### src/include/arp_dma_macros.svh
// Widths, depths and protocol constants for the ARP/DMA stream steering block; include where needed
`ifndef ARP_DMA_MACROS_SVH
`define ARP_DMA_MACROS_SVH

// Stream beat geometry
`define ARP_DMA_DATA_W 256
`define ARP_DMA_KEEP_W 32
`define ARP_DMA_USER_W 128

// Beat FIFO sizing, 64 entries
`define ARP_DMA_FIFO_DEPTH_BITS 6
`define ARP_DMA_NEARLY_FULL_GAP 4

// Host DMA source ports 0x02, 0x08, 0x20 and 0x80
`define ARP_DMA_PORT_MASK 8'hAA

// Ethertype as it sits in the first beat, byte swapped
`define ARP_DMA_ETHERTYPE_ARP 16'h0608

// Metadata beat marker
`define ARP_DMA_MAGIC 32'hA5A5A5A5

// 1500 byte frame minus the 64 byte header
`define ARP_DMA_MAX_CHUNK 32'd1436
`define ARP_DMA_HDR_BYTES 32'd64

`endif

### src/design/arp_dma_pkg.sv
// Stream beat and word decoding types; import into any module that handles beats
`default_nettype none

`include "arp_dma_macros.svh"

package arp_dma_pkg;

   // One stream beat as stored in the FIFOs
   typedef struct packed {
      logic [`ARP_DMA_DATA_W-1:0] data;
      logic [`ARP_DMA_KEEP_W-1:0] keep;
      logic [`ARP_DMA_USER_W-1:0] user;
      logic                       last;
   } axis_beat_t;

   // User word, raw or split into port and length
   typedef union packed {
      logic [`ARP_DMA_USER_W-1:0] raw;
      struct packed {
         logic [`ARP_DMA_USER_W-25:0] spare;
         logic [7:0]                  src_port;
         logic [15:0]                 len;
      } fields;
   } tuser_u;

   // Data word, raw or as the metadata beat
   typedef union packed {
      logic [`ARP_DMA_DATA_W-1:0] raw;
      struct packed {
         logic [79:0] pad;
         logic [31:0] size;
         logic [31:0] offset;
         logic [31:0] magic;
         // First ten bytes of the ARP second beat
         logic [79:0] arp_tail;
      } meta;
   } tdata_u;

endpackage

`default_nettype wire

### src/design/axis_beat_if.sv
// Valid/ready beat stream between the internal blocks; src drives beats, snk accepts them
`timescale 1ns/100ps
`default_nettype none

interface axis_beat_if;

   arp_dma_pkg::axis_beat_t beat;
   logic                    valid;
   logic                    ready;

   // Beat moves on an edge with valid and ready both high
   modport src (
      output beat,
      output valid,
      input  ready
   );

   modport snk (
      input  beat,
      input  valid,
      output ready
   );

endinterface

`default_nettype wire

### src/design/arp_dma_steer.sv
// Packet classifier: absorbs DMA packets, serves ARP requests with DMA data, passes the rest
`timescale 1ns/100ps
`default_nettype none

`include "arp_dma_macros.svh"

module arp_dma_steer import arp_dma_pkg::*; (
   input  logic        axis_aclk,
   input  logic        axis_resetn,
   axis_beat_if.snk    in_q,
   axis_beat_if.src    dma_wr,
   axis_beat_if.snk    dma_rd,
   input  logic [31:0] size,
   input  logic [31:0] chunk_len,
   input  logic [31:0] offset,
   output logic        chunk_taken,
   output axis_beat_t  m_beat,
   output logic        m_valid,
   input  logic        m_ready
);

   localparam logic [2:0] st_idle        = 3'd0;
   localparam logic [2:0] st_absorb      = 3'd1;
   localparam logic [2:0] st_arp_meta    = 3'd2;
   localparam logic [2:0] st_arp_payload = 3'd3;
   localparam logic [2:0] st_arp_drain   = 3'd4;
   localparam logic [2:0] st_pass        = 3'd5;

   logic [2:0]  state;
   logic [2:0]  next_state;
   logic        drain_pending;
   logic        drain_next;

   tuser_u      head_user;
   tuser_u      arp_user;
   tdata_u      meta_data;
   logic [7:0]  src_port;
   logic [31:0] frame_len;
   logic        is_dma;
   logic        is_arp;
   logic        serve_arp;

   assign head_user.raw = in_q.beat.user;
   assign src_port      = head_user.fields.src_port;

   // Exactly one port bit set, and it lies in the DMA mask
   assign is_dma    = $onehot(src_port) && ((src_port & ~`ARP_DMA_PORT_MASK) == 8'h00);
   assign is_arp    = (in_q.beat.data[111:96] == `ARP_DMA_ETHERTYPE_ARP);
   assign serve_arp = is_arp && !in_q.beat.last && dma_rd.valid && (chunk_len != 32'd0);
   assign frame_len = chunk_len + `ARP_DMA_HDR_BYTES;

   // Absorbed packets go to the buffer untouched
   assign dma_wr.beat = in_q.beat;

   always_comb begin
      arp_user            = head_user;
      arp_user.fields.len = frame_len[15:0];
   end

   always_comb begin
      meta_data.raw           = '0;
      meta_data.meta.size     = size;
      meta_data.meta.offset   = offset;
      meta_data.meta.magic    = `ARP_DMA_MAGIC;
      meta_data.meta.arp_tail = in_q.beat.data[79:0];
   end

   always_comb begin
      next_state   = state;
      drain_next   = drain_pending;
      m_beat       = in_q.beat;
      m_valid      = 1'b0;
      in_q.ready   = 1'b0;
      dma_wr.valid = 1'b0;
      dma_rd.ready = 1'b0;
      chunk_taken  = 1'b0;

      case (state)
         st_idle: begin
            // First beat of each packet is handled right here
            if (in_q.valid) begin
               if (is_dma) begin
                  dma_wr.valid = 1'b1;
                  in_q.ready   = dma_wr.ready;
                  if (dma_wr.ready && !in_q.beat.last) begin
                     next_state = st_absorb;
                  end
               end else if (serve_arp) begin
                  m_beat.user = arp_user.raw;
                  m_valid     = 1'b1;
                  in_q.ready  = m_ready;
                  if (m_ready) begin
                     next_state = st_arp_meta;
                  end
               end else begin
                  m_valid    = 1'b1;
                  in_q.ready = m_ready;
                  if (m_ready && !in_q.beat.last) begin
                     next_state = st_pass;
                  end
               end
            end
         end

         st_absorb: begin
            dma_wr.valid = in_q.valid;
            in_q.ready   = dma_wr.ready;
            if (in_q.valid && dma_wr.ready && in_q.beat.last) begin
               next_state = st_idle;
            end
         end

         st_arp_meta: begin
            // Second ARP beat becomes the metadata beat
            m_beat.data = meta_data.raw;
            m_beat.keep = '1;
            m_beat.user = '0;
            m_beat.last = 1'b0;
            m_valid     = in_q.valid;
            in_q.ready  = m_ready;
            if (in_q.valid && m_ready) begin
               chunk_taken = 1'b1;
               drain_next  = !in_q.beat.last;
               next_state  = st_arp_payload;
            end
         end

         st_arp_payload: begin
            m_beat       = dma_rd.beat;
            m_valid      = dma_rd.valid;
            dma_rd.ready = m_ready;
            if (dma_rd.valid && m_ready && dma_rd.beat.last) begin
               next_state = drain_pending ? st_arp_drain : st_idle;
            end
         end

         st_arp_drain: begin
            // Rest of the ARP request is dropped
            in_q.ready = 1'b1;
            if (in_q.valid && in_q.beat.last) begin
               next_state = st_idle;
            end
         end

         st_pass: begin
            m_valid    = in_q.valid;
            in_q.ready = m_ready;
            if (in_q.valid && m_ready && in_q.beat.last) begin
               next_state = st_idle;
            end
         end

         default: begin
            next_state = st_idle;
         end
      endcase
   end

   always_ff @(posedge axis_aclk) begin
      if (!axis_resetn) begin
         state         <= st_idle;
         drain_pending <= 1'b0;
      end else begin
         state         <= next_state;
         drain_pending <= drain_next;
      end
   end

endmodule

`default_nettype wire

### src/flat_wrapper.sv
// flat-port wrapper written by rule: the top's interface ports become plain ports
module arp_dma_steer_flat import arp_dma_pkg::*;
  (axis_aclk, axis_resetn, size, chunk_len, offset, chunk_taken, m_beat, m_valid, m_ready, in_q_beat, in_q_valid, in_q_ready, dma_wr_beat, dma_wr_valid, dma_wr_ready, dma_rd_beat, dma_rd_valid, dma_rd_ready);
  axis_beat_if in_q_i ();
  axis_beat_if dma_wr_i ();
  axis_beat_if dma_rd_i ();
  input  logic axis_aclk;
  input  logic axis_resetn;
  input  logic [31:0] size;
  input  logic [31:0] chunk_len;
  input  logic [31:0] offset;
  output logic chunk_taken;
  output axis_beat_t m_beat;
  output logic m_valid;
  input  logic m_ready;
  input wire logic [$bits(in_q_i.beat)-1:0] in_q_beat;
  input wire logic [$bits(in_q_i.valid)-1:0] in_q_valid;
  output wire logic [$bits(in_q_i.ready)-1:0] in_q_ready;
  output wire logic [$bits(dma_wr_i.beat)-1:0] dma_wr_beat;
  output wire logic [$bits(dma_wr_i.valid)-1:0] dma_wr_valid;
  input wire logic [$bits(dma_wr_i.ready)-1:0] dma_wr_ready;
  input wire logic [$bits(dma_rd_i.beat)-1:0] dma_rd_beat;
  input wire logic [$bits(dma_rd_i.valid)-1:0] dma_rd_valid;
  output wire logic [$bits(dma_rd_i.ready)-1:0] dma_rd_ready;
  assign in_q_i.beat = in_q_beat;
  assign in_q_i.valid = in_q_valid;
  assign in_q_ready = in_q_i.ready;
  assign dma_wr_beat = dma_wr_i.beat;
  assign dma_wr_valid = dma_wr_i.valid;
  assign dma_wr_i.ready = dma_wr_ready;
  assign dma_rd_i.beat = dma_rd_beat;
  assign dma_rd_i.valid = dma_rd_valid;
  assign dma_rd_ready = dma_rd_i.ready;
  arp_dma_steer u_core (.axis_aclk(axis_aclk), .axis_resetn(axis_resetn), .in_q(in_q_i), .dma_wr(dma_wr_i), .dma_rd(dma_rd_i), .size(size), .chunk_len(chunk_len), .offset(offset), .chunk_taken(chunk_taken), .m_beat(m_beat), .m_valid(m_valid), .m_ready(m_ready));
endmodule
### config.mk
export PLATFORM = sky130hd
export DESIGN_NAME = arp_dma_steer_flat
export DESIGN_NICKNAME = d
export VERILOG_FILES = /design/src/design/arp_dma_pkg.sv /design/src/design/axis_beat_if.sv /design/src/design/arp_dma_steer.sv /design/src/flat_wrapper.sv
export VERILOG_INCLUDE_DIRS = /design/src /design/src/include
export SDC_FILE = /design/constraint.sdc
export NUM_CORES = 1
export LEC_CHECK = 0
export BUFFER_PORTS_ARGS = -buffer_cell sky130_fd_sc_hd__clkbuf_2
export CAP_MARGIN = 15
export CORE_AREA = 2 2 696 698
export DETAILED_ROUTE_END_ITERATION = 16
export DIE_AREA = 0 0 698 700
export PLACE_DENSITY = 0.3
export RECOVER_POWER = 50
export SYNTH_ARGS = -nofsm -noshare
export SYNTH_HDL_FRONTEND = slang
export SYNTH_SLANG_ARGS = --single-unit
### constraint.sdc
create_clock -name axis_aclk -period 7.4 [get_ports axis_aclk]
set_input_delay 0 -clock axis_aclk [delete_from_list [all_inputs] [get_ports axis_aclk]]
set_output_delay 0 -clock axis_aclk [all_outputs]
set_load 0.01 [all_outputs]
=== After elaboration in Yosys (flattened, before gate mapping) ===
Index checks and enable logic that the tools add are counted.

* Register bits after elaboration: 4
* Output and inout bits: 839

* Add/sub/neg operators: 8
* Equality and inequality tests: 16
* Muxes and demuxes: 31
* Reduce and logical (&&, ||, !) cells: 20

{| class="wikitable"
|+ Operators with widths
! operator !! number
|-
| $pmux 288 s2 || 1
|-
| $pmux 128 s3 || 1
|-
| $mux 16 || 3
|-
| $mux 3 || 12
|-
| $reduce_bool 32->1 || 1
|-
| $pmux 3 s6 || 1
|-
| $add 16x7->16 const B || 1
|-
| $eq 16x11->1 const B || 1
|-
| $logic_and 1x1->1 || 13
|-
| $add 4x4->4 || 3
|-
| $ne 2x1->1 const B || 5
|-
| $mux 1 || 9
|-
| $reduce_and 9->1 || 1
|-
| $add 1x1->2 || 4
|-
| $logic_not 8->1 || 1
|-
| $eq 3x2->1 const B || 2
|-
| $eq 3x3->1 const B || 2
|-
| $eq 4x1->1 const B || 1
|-
| $ne 4x1->1 const B || 1
|-
| $ne 4x3->1 const B || 1
|-
| $pmux 1 s2 || 2
|-
| $pmux 1 s4 || 1
|-
| $eq 3x1->1 const B || 1
|-
| $logic_not 3->1 || 1
|-
| 6 further kinds || 6
|}

=== Depth between registers and ports, before layout ===
* Word-level depth: 8
* Depth in mapped cells: 13

=== Worst setup path before layout ===
No wires, ideal clock.

* Path type: input to output
* From: in in_q_beat[17]
* To: out m_beat[15] in the netlist's numbering
* Arrival time: 3347 ps
* Data required time: 7400 ps
* Slack: 4053 ps
* Stages: 13
* Path through: ha_1 > fa_1 > inv_1 > fa_1 > inv_1 > ha_1 > fa_1 > nor4b_1 > nand2_1 > o2111ai_2 > buf_2 > a21oi_1 > o2bb2a_1

{| class="wikitable"
|+ RTL lines
! what !! line !! text
|-
| start, declared || flat_wrapper.sv:16 || <nowiki>input wire logic [$bits(in_q_i.beat)-1:0] in_q_beat;</nowiki>
|-
| end, declared || flat_wrapper.sv:13 || <nowiki>output axis_beat_t m_beat;</nowiki>
|}

==> metrics.yaml <==
status:
  run_status: "finished with violations"
  failed_checks: "capacitance limit, slew limit"
synth:
  synth.yosys.warnings: 0
  netlist_area_um2: 10400
  yosysSeqAreaShare_pct: 0.769
  synth_async_sr_flop_share_pct: 0
  synth_nets: 2730
  yosysTopAreaCell: "sky130_fd_sc_hd__buf_4"
  synth_flop_cell: "sky130_fd_sc_hd__dfxtp_1"
  synth.avg_cell_area_um2: 5.84
  synth.distinct_cells: 52
  netlist_instances: 1782
  synth_edf_count: 0
  synth_top_area_share_pct: 30.1
  synth_seq_cells: 4
  leading_cell_types_by_total_area_after_synthesis: "sky130_fd_sc_hd__buf_4 (30%), sky130_fd_sc_hd__nand2_1 (18%), sky130_fd_sc_hd__nand3_1 (10%)"
floorplanning:
  core_region_area_um2: 481000
  start_util_pct: 2.16
  fp.dieH_um: 700
  ios: 1775
  std_cell_rows: 255
  fp.dieW_um: 698
  fp.dieArea_um2: 489000
global_route:
  grt_antenna_before_repair: 374
  grt_overflow_total: 0
  grt_util_all_layers_pct: 15.6
  pin_count_of_the_biggest_net_entering_global_routing: 118
  first_global_vias: 19380
  grt_pass1_wl_mm: 443
layout:
  final-instance-count-excl-fill: 9530
  drive_above_1_share_pct: 48.5
  fin_nets: 3989
  area_delta_synth_final_pct: 128
clock_network:
  cts_root_buffer: "sky130_fd_sc_hd__clkbuf_16"
  ctsResizeCount: 0
  holdBufCountCts: 0
  clk_path_buf_depth: 2
  cts.repair_timing.setup_buffer_count: 0
  cts_tree: "built"
  cts_made_buffers: 3
  cts.sink_count: 4
  clkSlewWorstSetupHoldPaths_ns: 0.03
  clk-insertion-delay-late_ns: 0.23
  htree_num_levels: 1
pwr:
  internal-power_uw: 622
  powerDensity_nw_per_um2: 92.0
  total_switching_power_mw: 1.56
  total_leakage_power_nw: 9.88
  part_of_the_total_power_dissipated_in_sequential_elements_pct: 3.0
  clockPowerShare_pct: 4.0
  peakVddDrop_v: 0.000119
  switching_fraction_of_total_power_pct: 71.5
  p_comb_share_pct: 93.0
worst_setup_path:
  startpoint_type: "register"
  cp_num_buf_inv: 3
  critical-path-top-delay-family: "flip-flops"
  critPathCaptureType: "primary output"
  slowest_delay_ns: 2.01
  crit_required_ns: 7.40
  worst-setup-path-type: "reg -> out"
  startpoint: "u_core.state[0]"
  critical_path.slowest_cell: "sky130_fd_sc_hd__dfxtp_1"
  arrival_ns: 4.80
  reg2reg_slack_ns: 2.92
  critical_path.max_fanout: 63
  rr_startpoint: "u_core.state[0]"
  timing.reg2reg.worst_path_depth: 6
  cp_num_cells: 5
  ordered_cell_list_for_the_critical_path: "buf_4 > buf_4 > nand3_1 > nand2_1 > clkbuf_2"
  crit_path_end: "m_beat[128]"
  most_common_cell_on_crit_path: "sky130_fd_sc_hd__buf_4"
  worst_r2r_endpoint: "u_core.state[1]"
placed_design:
  port_buffers: 1774
  detailedPlacementHpwl_mm: 380
  placed_cells_incl_taps: 9461
  place.gp.congestion: 0.994
detailed_routing:
  ant_nets: 0
  route.detailed.drc: 0
  routed-via-count: 19849
  finalWirelength_mm: 397
  detail_route.vias_per_cell: 2.08
  drt_first_pass_iters: 4
  violation_count_after_the_first_detailed_route_iteration: 1187
  route.detailed.wl_per_inst_um: 41.7
run:
  max-cap-violations: 1
sta:
  slew-limit-headroom_pct: -73.3
  final_min_period_over_clock_period_pct: 64.9
  fmax_mhz: 208
  setup_repair_after_global_routing_missed_its_margin: "false"
  setup_violations: 0
  final_max_slew_viol_count: 37
  final.setup_skew_ns: 0.00244
  period_needed_ns: 4.80
  finalSetupTns_ns: 0
  hold_viol: 0
  max_slew.worst_pin.slew_ns: 2.60
hold_path:
  worstHoldPathType: "in -> reg"
  min-delay-start: "axis_resetn"
==> cells by family after synthesis <==
logic type / Yosys count / synth area share [%]
AO/OA/AOI/OAI: 186 / 11.4
flip-flops: 4 / 0.769
XOR/XNOR: 8 / 0.673
AND/OR/NAND/NOR: 818 / 33.4
adder cells (fa/ha/maj): 12 / 1.73
buffers and inverters: 609 / 37.1
multiplexers: 145 / 14.9
==> cell usage in the layout, fill, tap and decap left out, drive strengths merged, types with 5 or more instances in the layout <==
cell type  Yosys  final
a21o           5      5
a21oi         17     17
a31oi         50     50
buf          430     26
clkbuf       116   1778
diode          0     65
ha             8      8
inv           63     63
mux2          80     80
mux2i         65     65
nand2        509    509
nand3        214    214
nor2          57     57
nor4          10     10
o21ai         66     66
o2bb2a        10     10
o31ai         15     15
xor2           5      5
==> cells in the mapped netlist, types with 8 or more instances <==
library cell / number
sky130_fd_sc_hd__buf_4: 417
sky130_fd_sc_hd__o2bb2a_1: 10
sky130_fd_sc_hd__clkbuf_1: 116
sky130_fd_sc_hd__o31ai_1: 15
sky130_fd_sc_hd__nor4_1: 9
sky130_fd_sc_hd__nor2_1: 57
sky130_fd_sc_hd__inv_1: 63
sky130_fd_sc_hd__mux2i_1: 65
sky130_fd_sc_hd__buf_1: 8
sky130_fd_sc_hd__a31oi_1: 50
sky130_fd_sc_hd__a21oi_1: 17
sky130_fd_sc_hd__o21ai_0: 66
sky130_fd_sc_hd__nand3_1: 214
sky130_fd_sc_hd__mux2_2: 80
sky130_fd_sc_hd__nand2_1: 509
sky130_fd_sc_hd__ha_1: 8
==> state kept, by name, summed over array words and instances, names as in the netlist <==
signal                cells
u_core.drain_pending      1
u_core.state              3
==> worst reg2reg max path, cell delays in order (launching register included) <==
cell,delay (ns)
sky130_fd_sc_hd__dfxtp_1,2.01
sky130_fd_sc_hd__buf_12,0.44
sky130_fd_sc_hd__or2_1,0.94
sky130_fd_sc_hd__a21o_1,0.15
sky130_fd_sc_hd__o2111ai_1,0.19
sky130_fd_sc_hd__or4b_1,0.52
sky130_fd_sc_hd__a21oi_1,0.16
==> area by class of cell <==
class,count,area (um2)
diodes,65,163
clock buffers,4,78.8
fillers,58119,457000
inverters,63,236
multi-input cells,1169,6500
flip-flops and latches,4,80.1
well taps,6425,8040
repair buffers,1800,8620
==> per-stage QoR <==
stage                     total power, mW  hold WS (ns)  utilization, %  worst slack (ns)  instance area (um2)
after floorplan                     0.797        0.0918               -              4.05                10400
after global placement               2.22         0.208            4.99              2.41                24000
after detailed placement             2.20         0.204            4.99              2.40                24000
after CTS                            2.30         0.137            5.01              2.39                24100
after global routing                 2.33         0.135            4.91              2.35                23600
final                                2.18         0.172            4.93              2.60                23700
==> layer usage <==
layer / routed length, um / vias up / global-route usage [%] / share of wire [%]
li1: - / 8081 / - / -
met5: 634 / - / 0 / 0.16
met3: 67300 / 680 / 12.0 / 17
met4: 13500 / 100 / 3.50 / 3.4
met2: 178000 / 1812 / 25.4 / 45
met1: 137000 / 9176 / 15.7 / 35
==> power by group through the flow <==
stage / registers (mW) / logic (mW) / clock network, mW
floorplan: 0.0291 / 0.768 / 0
global placement: 0.0682 / 2.15 / 0
detailed placement: 0.0684 / 2.14 / 0
CTS: 0.0681 / 2.14 / 0.0881
global route: 0.0688 / 2.17 / 0.0906
finish: 0.0657 / 2.03 / 0.0875
==> worst min-delay path by stage <==
stage / endpoint / cells after the start
2_1_floorplan: dma_wr_beat[0] / 1
3_3_place_gp: dma_wr_beat[26] / 2
3_5_place_dp: dma_wr_beat[26] / 2
4_1_cts: u_core.drain_pending / 2
5_1_grt: u_core.drain_pending / 2
6_report: u_core.drain_pending / 2
Power figures use the tool's default switching activity.
