File: src/design/packet_counters.sv
// Input and output packet counters with a sticky overflow flag in bit 31
`timescale 1ns/100ps
`default_nettype none

module packet_counters (
   input  logic        axis_aclk,
   input  logic        axis_resetn,
   input  logic        counters_clear,
   input  logic        in_eop,
   input  logic        out_eop,
   output logic [31:0] pkt_in_count,
   output logic [31:0] pkt_out_count
);

   // Low 31 bits wrap, the carry out sets bit 31 for good
   function automatic logic [31:0] bump(input logic [31:0] cnt, input logic inc);
      logic [30:0] low;
      logic        carry;
      {carry, low} = {1'b0, cnt[30:0]} + {31'd0, inc};
      return {cnt[31] | carry, low};
   endfunction

   always_ff @(posedge axis_aclk) begin
      if (!axis_resetn) begin
         pkt_in_count  <= '0;
         pkt_out_count <= '0;
      end else if (counters_clear) begin
         pkt_in_count  <= '0;
         pkt_out_count <= '0;
      end else begin
         pkt_in_count  <= bump(pkt_in_count, in_eop);
         pkt_out_count <= bump(pkt_out_count, out_eop);
      end
   end

endmodule

`default_nettype wire

File: config.mk
export PLATFORM = sky130hd
export DESIGN_NAME = packet_counters
export DESIGN_NICKNAME = d
export VERILOG_FILES = /design/src/design/packet_counters.sv
export SDC_FILE = /design/constraint.sdc
export NUM_CORES = 1
export LEC_CHECK = 0
export BUFFER_PORTS_ARGS = -buffer_cell sky130_fd_sc_hd__buf_2
export CORE_UTILIZATION = 30
export CTS_CLUSTER_DIAMETER = 200
export DETAILED_ROUTE_END_ITERATION = 12
export PLACE_DENSITY = 0.61
export SKIP_LAST_GASP = 1
export SYNTH_ARGS = -nofsm -noshare
export SYNTH_HDL_FRONTEND = slang
export SYNTH_SLANG_ARGS = --single-unit
File: constraint.sdc
create_clock -name axis_aclk -period 5.6 [get_ports axis_aclk]
set_input_delay 0 -clock axis_aclk [delete_from_list [all_inputs] [get_ports axis_aclk]]
set_output_delay 0 -clock axis_aclk [all_outputs]
set_load 0.02 [all_outputs]
# After elaboration in Yosys (flattened, before gate mapping)
# Cells that the tools add are included.
dict set report classes {
  n_bitwise 3
  add_sub_neg 2
  reduce_logical 1
}
# op count
set ops {}
lappend ops {{adder 31 x 1 -> 32 bit} 2}
lappend ops {{OR 1 bit} 2}
lappend ops {{OR reduction 2 bit} 1}
lappend ops {{NOT 1 bit} 1}
dict set report totals {
  register_bits 64
  input_bits 5
}

# Logic depth before layout (Yosys ltp)
# Gate-level depths: netlist of the first run.
dict set report depth {
  ltp_word 2
  ltp_mapped 7
  depth_no_buf 6
}

# Least setup slack after synthesis of the first run
# No wires, ideal clock.
dict set report synth_timing {
  kind {register -> register}
  start {reg pkt_out_count[0]}
  end {reg pkt_out_count[20]}
  path_stages_with_launch 8
  slack_ns 3.385
  required_time_ns 5.530
  arrival_time_ns 2.144
  n_path_buf 1
  path_cell_list {dfxtp_1 -> ha_1 -> ha_1 -> nand4_1 -> or3_1 -> clkbuf_1 -> or3_1 -> a21oi_1}
}
dict set report synth_between {
  elab_chain_len 1
}
# item line
set synth_lines {}
lappend synth_lines {{start, declared} 12} ;# output logic [31:0] pkt_out_count
lappend synth_lines {{start signal, assigned} 32} ;# pkt_out_count <= bump(pkt_out_count, out_eop);
lappend synth_lines {{adder 31 x 1 -> 32 bit} 19} ;# {carry, low} = {1'b0, cnt[30:0]} + {31'd0, inc};
# Every way passes these cells.
# A chain may end at the register's enable or synchronous reset.

# Final worst setup path of the first run
dict set report layout_timing {
  start {reg pkt_out_count[0]}
  end {reg pkt_out_count[28]}
}
# The elaborated chain is that of the path after synthesis.

==> flow_summary.yaml, run 1 <==
place:
  dp_slack_ns: 3.22
  portBuffers: 68
  dp_hpwl_um: 4900
  gp_congestion: 0.777
detailed_routing:
  drtIter0Drc: 64
  routed_wl_um: 7210
  firstDrtPassIters: 4
  viasPerCell: 5.11
  drtAntennaViolNets: 0
  vias: 2767
  wire_per_inst_um: 13.3
  route.detailed.drc: 0
floorplan:
  dieArea_sq_um: 10300
  start_util_pct: 31.5
  placementRows: 35
  die_x_um: 101
  fp.dieH_um: 101
  io-pin-count: 69
  core_area_sq_um: 9370
clock_tree:
  clk_latency_ns: 0.34
  cts.hold.buffers_added: 2
  cts_tree: "built"
  cts_buffer_depth: 2
  cts_setup_buffers: 0
  cts.sinks: 64
  ctsRootBufferMaster: "clkbuf_8"
  clk_pin_slew_ns: 0.07
  cts_buffers: 9
  htreeDepth: 3
  ctsResizeCount: 0
sta:
  tns_ns: 0
  tightest_slew_ns: 1.05
  hold_violations: 0
  max_freq_ghz: 0.416
  grt_setup_unrepaired: "false"
  skew_ns: 0.0118
  timing.final.ws_setup_ns: 3.20
  finalCriticalPeriod_ns: 2.40
  slew_viol_final: 0
  finalCritPeriodShare_pct: 42.9
  finalSetupViolCount: 0
  slew_headroom_pct: 30.0
synthesis:
  syn_area_sq_um: 2960
  ys_types: 33
  synth_warnings: 0
  syn_avg_cell_area_sq_um: 8.57
  syn_nets: 354
  syn_inst: 345
  synth.yosys.seq_area_share_pct: 43.3
  synth_seq_cells: 64
worst_setup_path:
  crit_required_ns: 5.84
  worstSetupPathType: "reg2reg"
  critPathLaunchType: "register"
  worstReg2RegStart: "pkt_out_count[0]"
  endpoint_kind: "register"
  r2r-end: "pkt_out_count[28]"
  worstPathArrival_ns: 2.65
  worstSetupStartpoint: "pkt_out_count[0]"
  rrSetupSlack_ns: 3.20
  path_max_fanout: 15
  worstRegToRegCells: 6
min_path:
  min_path_type: "in2reg"
  hold_path_startpoint: "counters_clear"
  hold_path_depth: 4
  worstHoldEndpoint: "pkt_out_count[29]"
run_status:
  status: "completed"
final_layout:
  drive_gt1_share_pct: 21.3
  antenna_cells: 0
  syn2layout_area_growth_pct: 23.9
  fin_nets: 419
  final_cell_mix: "buf_2, dfxtp_1, a21oi_1"
  final_common_cell: "buf_2"
  n_fill_cell: 1017
pwr:
  powerDensity_nw_per_um2: 263
  p_leak_uw: 0.00130
  p_total_uw: 963
  ir_drop_v: 0.000149
grt:
  grt.total_usage_pct: 14.6
  antenna_found_initial: 0
  grt_pass1_wl_um: 11700
  grt_max_degree: 51
  globalRouteOverflowTotal: 0
  grt_pass1_vias: 2457
flow_run:
  maxCapViolCount: 0
-- synthesized netlist by cell type --
| cell | instances | area [sq um] |
|---|---|---|
| dfxtp_1 | 64 | 1280 |
| a21oi_1 | 31 | 155 |
| nand2_1 | 23 | 86.3 |
| or4_1 | 23 | 173 |
| nand3_1 | 21 | 105 |
| nor2_1 | 21 | 78.8 |
| o31ai_1 | 17 | 128 |
| or3_1 | 16 | 100 |
| clkbuf_1 | 15 | 56.3 |
| nand4_1 | 14 | 87.6 |
| xnor2_1 | 14 | 123 |
| inv_1 | 13 | 48.8 |
| o21ai_0 | 13 | 65.1 |
| and2_1 | 6 | 37.5 |
| nand2b_1 | 6 | 37.5 |
| nor3_1 | 6 | 30.0 |
| nor4_1 | 6 | 37.5 |
| xor2_1 | 6 | 52.6 |
| and4_1 | 4 | 35.0 |
| ha_1 | 4 | 50.1 |
| mux2i_1 | 4 | 40.0 |
| a21o_1 | 2 | 15.0 |
| and3_1 | 2 | 12.5 |
| buf_2 | 2 | 10.0 |
| o21a_1 | 2 | 15.0 |
| o311ai_0 | 2 | 17.5 |
| o41ai_1 | 2 | 17.5 |
| nand4_2 | 1 | 12.5 |
| nor2b_1 | 1 | 6.26 |
| nor4_2 | 1 | 12.5 |
| nor4b_2 | 1 | 15.0 |
| o31a_1 | 1 | 8.76 |
| or2_2 | 1 | 6.26 |
-- registers in the layout, indices dropped and copies added (netlist names) --
signal and flops:
pkt_in_count 32, pkt_out_count 32
-- logic make-up (layout without fill, tap and decap cells) --
| logic type | count (synthesis) | in the layout | share of synthesized area, % |
|---|---|---|---|
| AND/OR/NAND/NOR | 153 | 153 | 29.5 |
| AO/OA/AOI/OAI | 70 | 70 | 14.3 |
| flip-flops | 64 | 64 | 43.3 |
| buffers and inverters | 30 | 98 | 3.89 |
| XOR/XNOR | 20 | 20 | 5.92 |
| adder cells (fa/ha/maj) | 4 | 4 | 1.69 |
| multiplexers | 4 | 4 | 1.35 |
-- worst max-delay path by stage --
| stage | to | slack, ns |
|---|---|---|
| after floorplan | pkt_out_count[20] | 3.39 |
| after global placement | pkt_out_count[28] | 3.32 |
| after detailed placement | pkt_out_count[28] | 3.22 |
| after CTS | pkt_out_count[28] | 3.19 |
| after global routing | pkt_out_count[28] | 3.04 |
| final | pkt_out_count[28] | 3.20 |
-- layer usage --
metal / part of all wire, % / global-route usage (%) / up-vias / wire [um]
met4: 0.90 / 5.69 / 0 / 65
met3: 5.5 / 3.93 / 9 / 399
met5: 0 / 0 / - / 0
met1: 47 / 18.0 / 1287 / 3400
met2: 46 / 24.1 / 60 / 3350
li1: - / - / 1411 / -
-- where the power goes --
| group | switching, uW | internal [uW] | leakage (uW) |
|---|---|---|---|
| clock network | 173 | 315 | 0.000121 |
| logic | 12.3 | 5.29 | 0.000660 |
| registers | 0.681 | 456 | 0.000516 |
| total | 186 | 777 | 0.00130 |
-- metrics by stage --
step	utilization [%]	cells	area (sq um)	hold slack, ns
after floorplan	-	345	2960	0.226
after detailed placement	36.3	526	3400	0.332
after CTS	39.1	542	3660	0.153
after global placement	36.3	526	3400	0.323
final	39.1	542	3660	0.170
after global routing	39.1	542	3660	0.177
-- worst max-delay path, cell delays in order (launching register included) --
cell and delay (ns):
dfxtp_1 0.35, ha_1 0.19, ha_1 0.21, nand4_1 0.23, or3_1 0.63, or4_1 0.56
a21oi_1 0.14
-- final cells by class --
class                           count  area [sq um]  share of cell area, %
Clock buffer                       11           151                   4.13
Multi-Input combinational cell    251          1560                   42.7
Timing Repair Buffer               71           368                   10.0
Sequential cell                    64          1280                   35.0
Inverter                           13          48.8                   1.33
Clock inverter                      3          90.1                   2.46
Tap cell                          129           161                   4.41
(Power assumes the default switching activity.)
==> run 2: changes to the inputs <==
Clock period 5.6 ns to 2.22 ns, I/O delays scaled along.
==> run 2 against run 1 <==
  * Register-to-register slack worse by 3.1 ns
  * Sequential share of layout area decreased by 1.2 points
  * Count of clock-buffer cells in the layout rose by 1
  * Power is 130% higher
  * Die area unchanged
  * Sequential cell count stayed put
  * Combinational power grew to 2.6 times the previous value
  * Critical endpoint is now pkt_in_count[18]
  * First-iteration DRC count is 59% higher
  * Critical path depth is the same
  * Global-route usage grew 0.69 points
  * Sequential power rose to 2.5 times the previous value
  * Hold slack worse by 0.010 ns
==> flow_summary.yaml, run 2 (synthesis results as in run 1) <==
place:
  dpl_cell_area_sq_um: 3550
  dp_hpwl_um: 5140
  gp_congestion: 0.764
  portBuffers: 68
clock_tree:
  cts_buffers: 9
  cts_buffer_depth: 2
  cts_setup_buffers: 0
  cts_tree: "built"
  clk_pin_slew_ns: 0.07
  htreeDepth: 3
  cts.sinks: 64
  ctsRootBufferMaster: "clkbuf_8"
  clk_latency_ns: 0.34
detailed_routing:
  vias: 2880
  firstDrtPassIters: 4
  route.detailed.drc: 0
  routed_wl_um: 7400
  wire_per_inst_um: 13.1
  viasPerCell: 5.12
  drtIter0Drc: 102
  drtAntennaViolNets: 0
pwr:
  powerDensity_nw_per_um2: 589
  ir_drop_v: 0.000324
  p_total_uw: 2240
  p_leak_uw: 0.00139
worst_setup_path:
  critPathMostFrequentCell: "ha_1"
  worstPathArrival_ns: 2.39
  path_max_fanout: 6
  cp_slowest_cell: "or4_4"
  worstSetupPathType: "reg2reg"
  rrSetupSlack_ns: 0.09
  worstReg2RegStart: "pkt_in_count[0]"
  worstRegToRegCells: 6
  crit_required_ns: 2.48
  crit_chain: "ha_1 -> ha_1 -> nand4_1 -> or4_4 -> or4_1 -> a21oi_1"
  crit_path_max_incr_delay_ns: 0.57
  r2r-end: "pkt_in_count[18]"
  endpoint_kind: "register"
  critPathLaunchType: "register"
flow_run:
  maxCapViolCount: 0
final_layout:
  antenna_cells: 0
  drive_gt1_share_pct: 26.3
  reg.largest.list: "pkt_in_count (32), pkt_out_count (32)"
  final_cell_mix: "buf_2, dfxtp_1, a21oi_1"
  fin_nets: 439
  final_common_cell: "buf_2"
  syn2layout_area_growth_pct: 28.4
  final_core_util_pct: 40.5
  finalInstanceArea_sq_um: 3800
sta:
  finalCritPeriodShare_pct: 95.8
  slew_viol_final: 0
  hold_violations: 0
  skew_ns: 0.00869
  tns_ns: 0
  tightest_slew_ns: 1.06
  finalCriticalPeriod_ns: 2.13
  max_freq_ghz: 0.470
  grt_setup_unrepaired: "true"
  whs_ns: 0.159
  slew_headroom_pct: 29.6
  finalSetupViolCount: 0
floorplan:
  core_area_sq_um: 9370
  fp.dieH_um: 101
  placementRows: 35
  dieArea_sq_um: 10300
  start_util_pct: 31.5
  io-pin-count: 69
  die_x_um: 101
min_path:
  min_path_type: "in2reg"
  hold_path_startpoint: "counters_clear"
  worstHoldEndpoint: "pkt_out_count[31]"
  hold_path_depth: 4
grt:
  globalRouteOverflowTotal: 0
  grt_pass1_wl_um: 12200
  antenna_found_initial: 0
  grt.total_usage_pct: 15.3
  grt_pass1_vias: 2529
  grt_max_degree: 51
run_status:
  status: "completed"
==> run 2: cell count changes in the layout (fill, tap and decap cells not counted), sizes merged <==
cell	previous run	this run
clkbuf	11	12
clkinv	0	2
buf	69	89
bufinv	3	1
==> run 2: worst max path at each step <==
stage                                 from           endpoint  depth (start not counted)
after floorplan           pkt_out_count[0]  pkt_out_count[20]                          7
final                      pkt_in_count[0]   pkt_in_count[18]                          6
after CTS                  pkt_in_count[0]   pkt_in_count[18]                          6
after global routing      pkt_out_count[0]  pkt_out_count[19]                          7
after detailed placement   pkt_in_count[0]   pkt_in_count[18]                          6
after global placement     pkt_in_count[0]   pkt_in_count[18]                          6
==> run 2: per-stage QoR <==
stage / cells / worst slack, ns
2_1_floorplan: 345 / 0.00509
3_3_place_gp: 546 / 0.130
3_5_place_dp: 546 / 0.0547
4_1_cts: 563 / 0.0438
5_1_grt: 563 / -0.0172
6_report: 563 / 0.0926
==> run 2: layout make-up <==
type,instances,area (sq um)
Inverter,13,48.8
Sequential cell,64,1280
Timing Repair Buffer,91,518
Tap cell,129,161
Multi-Input combinational cell,251,1580
Fill cell,979,5570
Clock inverter,3,40.0
Clock buffer,12,165
==> run 2: worst max-delay path, delay by kind of cell, from the launching register on <==
| family | cells | cell delay (ns) |
|---|---|---|
| fa+ha+maj | 2 | 0.43 |
| simple gates | 3 | 1.14 |
| flops | 1 | 0.33 |
| compound gates | 1 | 0.14 |
==> run 2: layer usage <==
layer	routed length [um]	global-route usage, %	part of all wire, %
met5	0	0	0
met4	24	6.13	0.32
met3	411	4.76	5.6
met2	3480	23.7	47
met1	3480	19.7	47
==> run 2: what timing repair did <==
action,4_1_cts,5_1_grt
endpoints found under the hold margin,2,0
resized for setup,0,6
setup endpoints to repair,0,16
hold buffers,2,0
==> run 2: power by group <==
group | total, uW | switching [uW] | internal [uW] | leakage [uW]
sequential | 1150 | 1.72 | 1150 | 0.000516
clock | 1040 | 440 | 601 | 0.000108
combinational | 45.2 | 31.1 | 14.1 | 0.000763
total | 2240 | 473 | 1770 | 0.00139
==> run 3: changes to the inputs <==
Settings changed: PLACE_DENSITY 0.61 to 0.62.
Clock period 2.22 ns to 1.9 ns, I/O delays scaled along.
==> run 3 against run 2 <==
  * Count of clock-buffer cells in the layout fell by 2
  * Utilization rose by 4.1 points
  * First-iteration DRC count fell by 19%
  * Clock power rose by 9%
  * Critical path type unchanged
  * Largest cell class unchanged
==> flow_summary.yaml, run 3 (synthesis results as in run 1) <==
clock_tree:
  cts_buffers: 9
  clk_pin_slew_ns: 0.07
  cts.sinks: 64
  cts_tree: "built"
  htreeDepth: 3
  clk_latency_ns: 0.33
  ctsRootBufferMaster: "clkbuf_8"
  cts_buffer_depth: 2
sta:
  tightest_slew_ns: 0.686
  finalCritPeriodShare_pct: 99.6
  grt_setup_unrepaired: "true"
  slew_headroom_pct: 54.2
  finalCriticalPeriod_ns: 1.89
  skew_ns: 0.0116
  slew_viol_final: 0
  max_freq_ghz: 0.528
  hold_violations: 0
  finalSetupViolCount: 0
detailed_routing:
  route.detailed.drc: 0
  wire_per_inst_um: 13.4
  drtIter0Drc: 83
  viasPerCell: 5.06
  drtAntennaViolNets: 0
  vias: 3042
  routed_wl_um: 8030
  firstDrtPassIters: 4
pwr:
  ir_drop_v: 0.000246
  p_leak_uw: 0.00156
  powerDensity_nw_per_um2: 606
final_layout:
  fin_cells: 601
  fin_nets: 476
  syn2layout_area_growth_pct: 41.4
  n_fill_cell: 950
  final_cell_mix: "buf_2, buf_4, dfxtp_1"
  drive_gt1_share_pct: 39.6
  antenna_cells: 0
  finalInstanceArea_sq_um: 4180
  final_common_cell: "buf_2"
  reg.largest.list: "pkt_in_count (32), pkt_out_count (32)"
grt:
  antenna_found_initial: 0
  grt_pass1_wl_um: 12800
  grt.total_usage_pct: 15.8
  globalRouteOverflowTotal: 0
  grt_pass1_vias: 2733
  grt_max_degree: 26
flow_run:
  maxCapViolCount: 0
place:
  dpl_cell_area_sq_um: 3860
  dp.cells: 576
  dp_hpwl_um: 5730
  gp_congestion: 0.857
  portBuffers: 68
floorplan:
  dieArea_sq_um: 10300
  start_util_pct: 31.5
  core_area_sq_um: 9370
  io-pin-count: 69
  placementRows: 35
  fp.dieH_um: 101
  die_x_um: 101
run_status:
  status: "completed"
worst_setup_path:
  worstPathArrival_ns: 2.15
  path_max_fanout: 8
  endpoint_kind: "register"
  crit_required_ns: 2.16
  worstSetupPathType: "reg2reg"
  critPathLaunchType: "register"
min_path:
  min_path_type: "in2reg"
-- run 3: cell count changes in the layout (fill, tap and decap cells not counted), sizes merged --
| cell | delta |
|---|---|
| buf | +38 |
| clkbuf | -2 |
| clkinv | +2 |
| clkinvlp | +1 |
| dlygate4sd3 | -1 |
-- run 3: worst max-delay path, cell delays in order (launching register included) --
cell and delay, ns:
dfxtp_4 0.36, ha_4 0.14, nand4_1 0.16, or4_4 0.46
buf_6 0.15, or4_1 0.39, a21oi_1 0.15
-- run 3: where the power goes --
| group | internal [uW] | switching (uW) |
|---|---|---|
| clock | 600 | 530 |
| combinational | 21.4 | 41.0 |
| sequential | 1340 | 3.24 |
-- run 3: area by class of cell --
| cell class | count | area, sq um | share of cell area, % |
|---|---|---|---|
| Clock buffer | 10 | 128 | 3.05 |
| Tap cell | 129 | 161 | 3.86 |
| Multi-Input combinational cell | 251 | 1660 | 39.7 |
| Clock inverter | 6 | 60.1 | 1.44 |
| Timing Repair Buffer | 128 | 795 | 19.0 |
| Sequential cell | 64 | 1330 | 31.7 |
| Inverter | 13 | 48.8 | 1.17 |
-- run 3: timing repair --
action,4_1_cts,5_1_grt
gates resized for setup,7,7
pin swaps,2,7
setup endpoints to repair,4,21
hold endpoints to repair,1,0
buffers inserted,0,8
hold buffers,1,0
cloned,0,1
-- run 3: worst paths after layout --
check / start / endpoint / slack, ns / cells past startpoint
hold reg to reg: pkt_in_count[17] / pkt_in_count[17] / 0.50 / 2
setup reg to reg: pkt_out_count[0] / pkt_out_count[27] / 0.007 / 6
hold / removal: in_eop / pkt_in_count[0] / 0.03 / 3
setup / recovery: pkt_out_count[0] / pkt_out_count[27] / 0.007 / 6
-- run 3: metal layers --
metal | GRT usage, % | part of all wire, % | routed length [um] | vias to the layer above
li1 | - | - | - | 1513
met1 | 21.6 | 49 | 3940 | 1449
met2 | 24.7 | 46 | 3670 | 75
met3 | 3.11 | 4.5 | 365 | 5
met4 | 5.57 | 0.71 | 57 | 0
met5 | 0 | 0 | 0 | -
-- run 3: metrics by stage --
step	setup slack [ns]	util (%)	hold WS, ns	setup TNS [ns]	power (uW)
finish	0.00677	44.6	0.0274	0	2530
detailed placement	-0.00804	41.2	0.348	-0.00804	1430
floorplan	-0.00562	-	0.218	-0.00902	1410
global placement	0.0106	41.2	0.345	0	1430
global route	-0.0630	44.6	0.0337	-0.547	2640
CTS	-0.000332	43.8	0.00289	-0.000332	2570
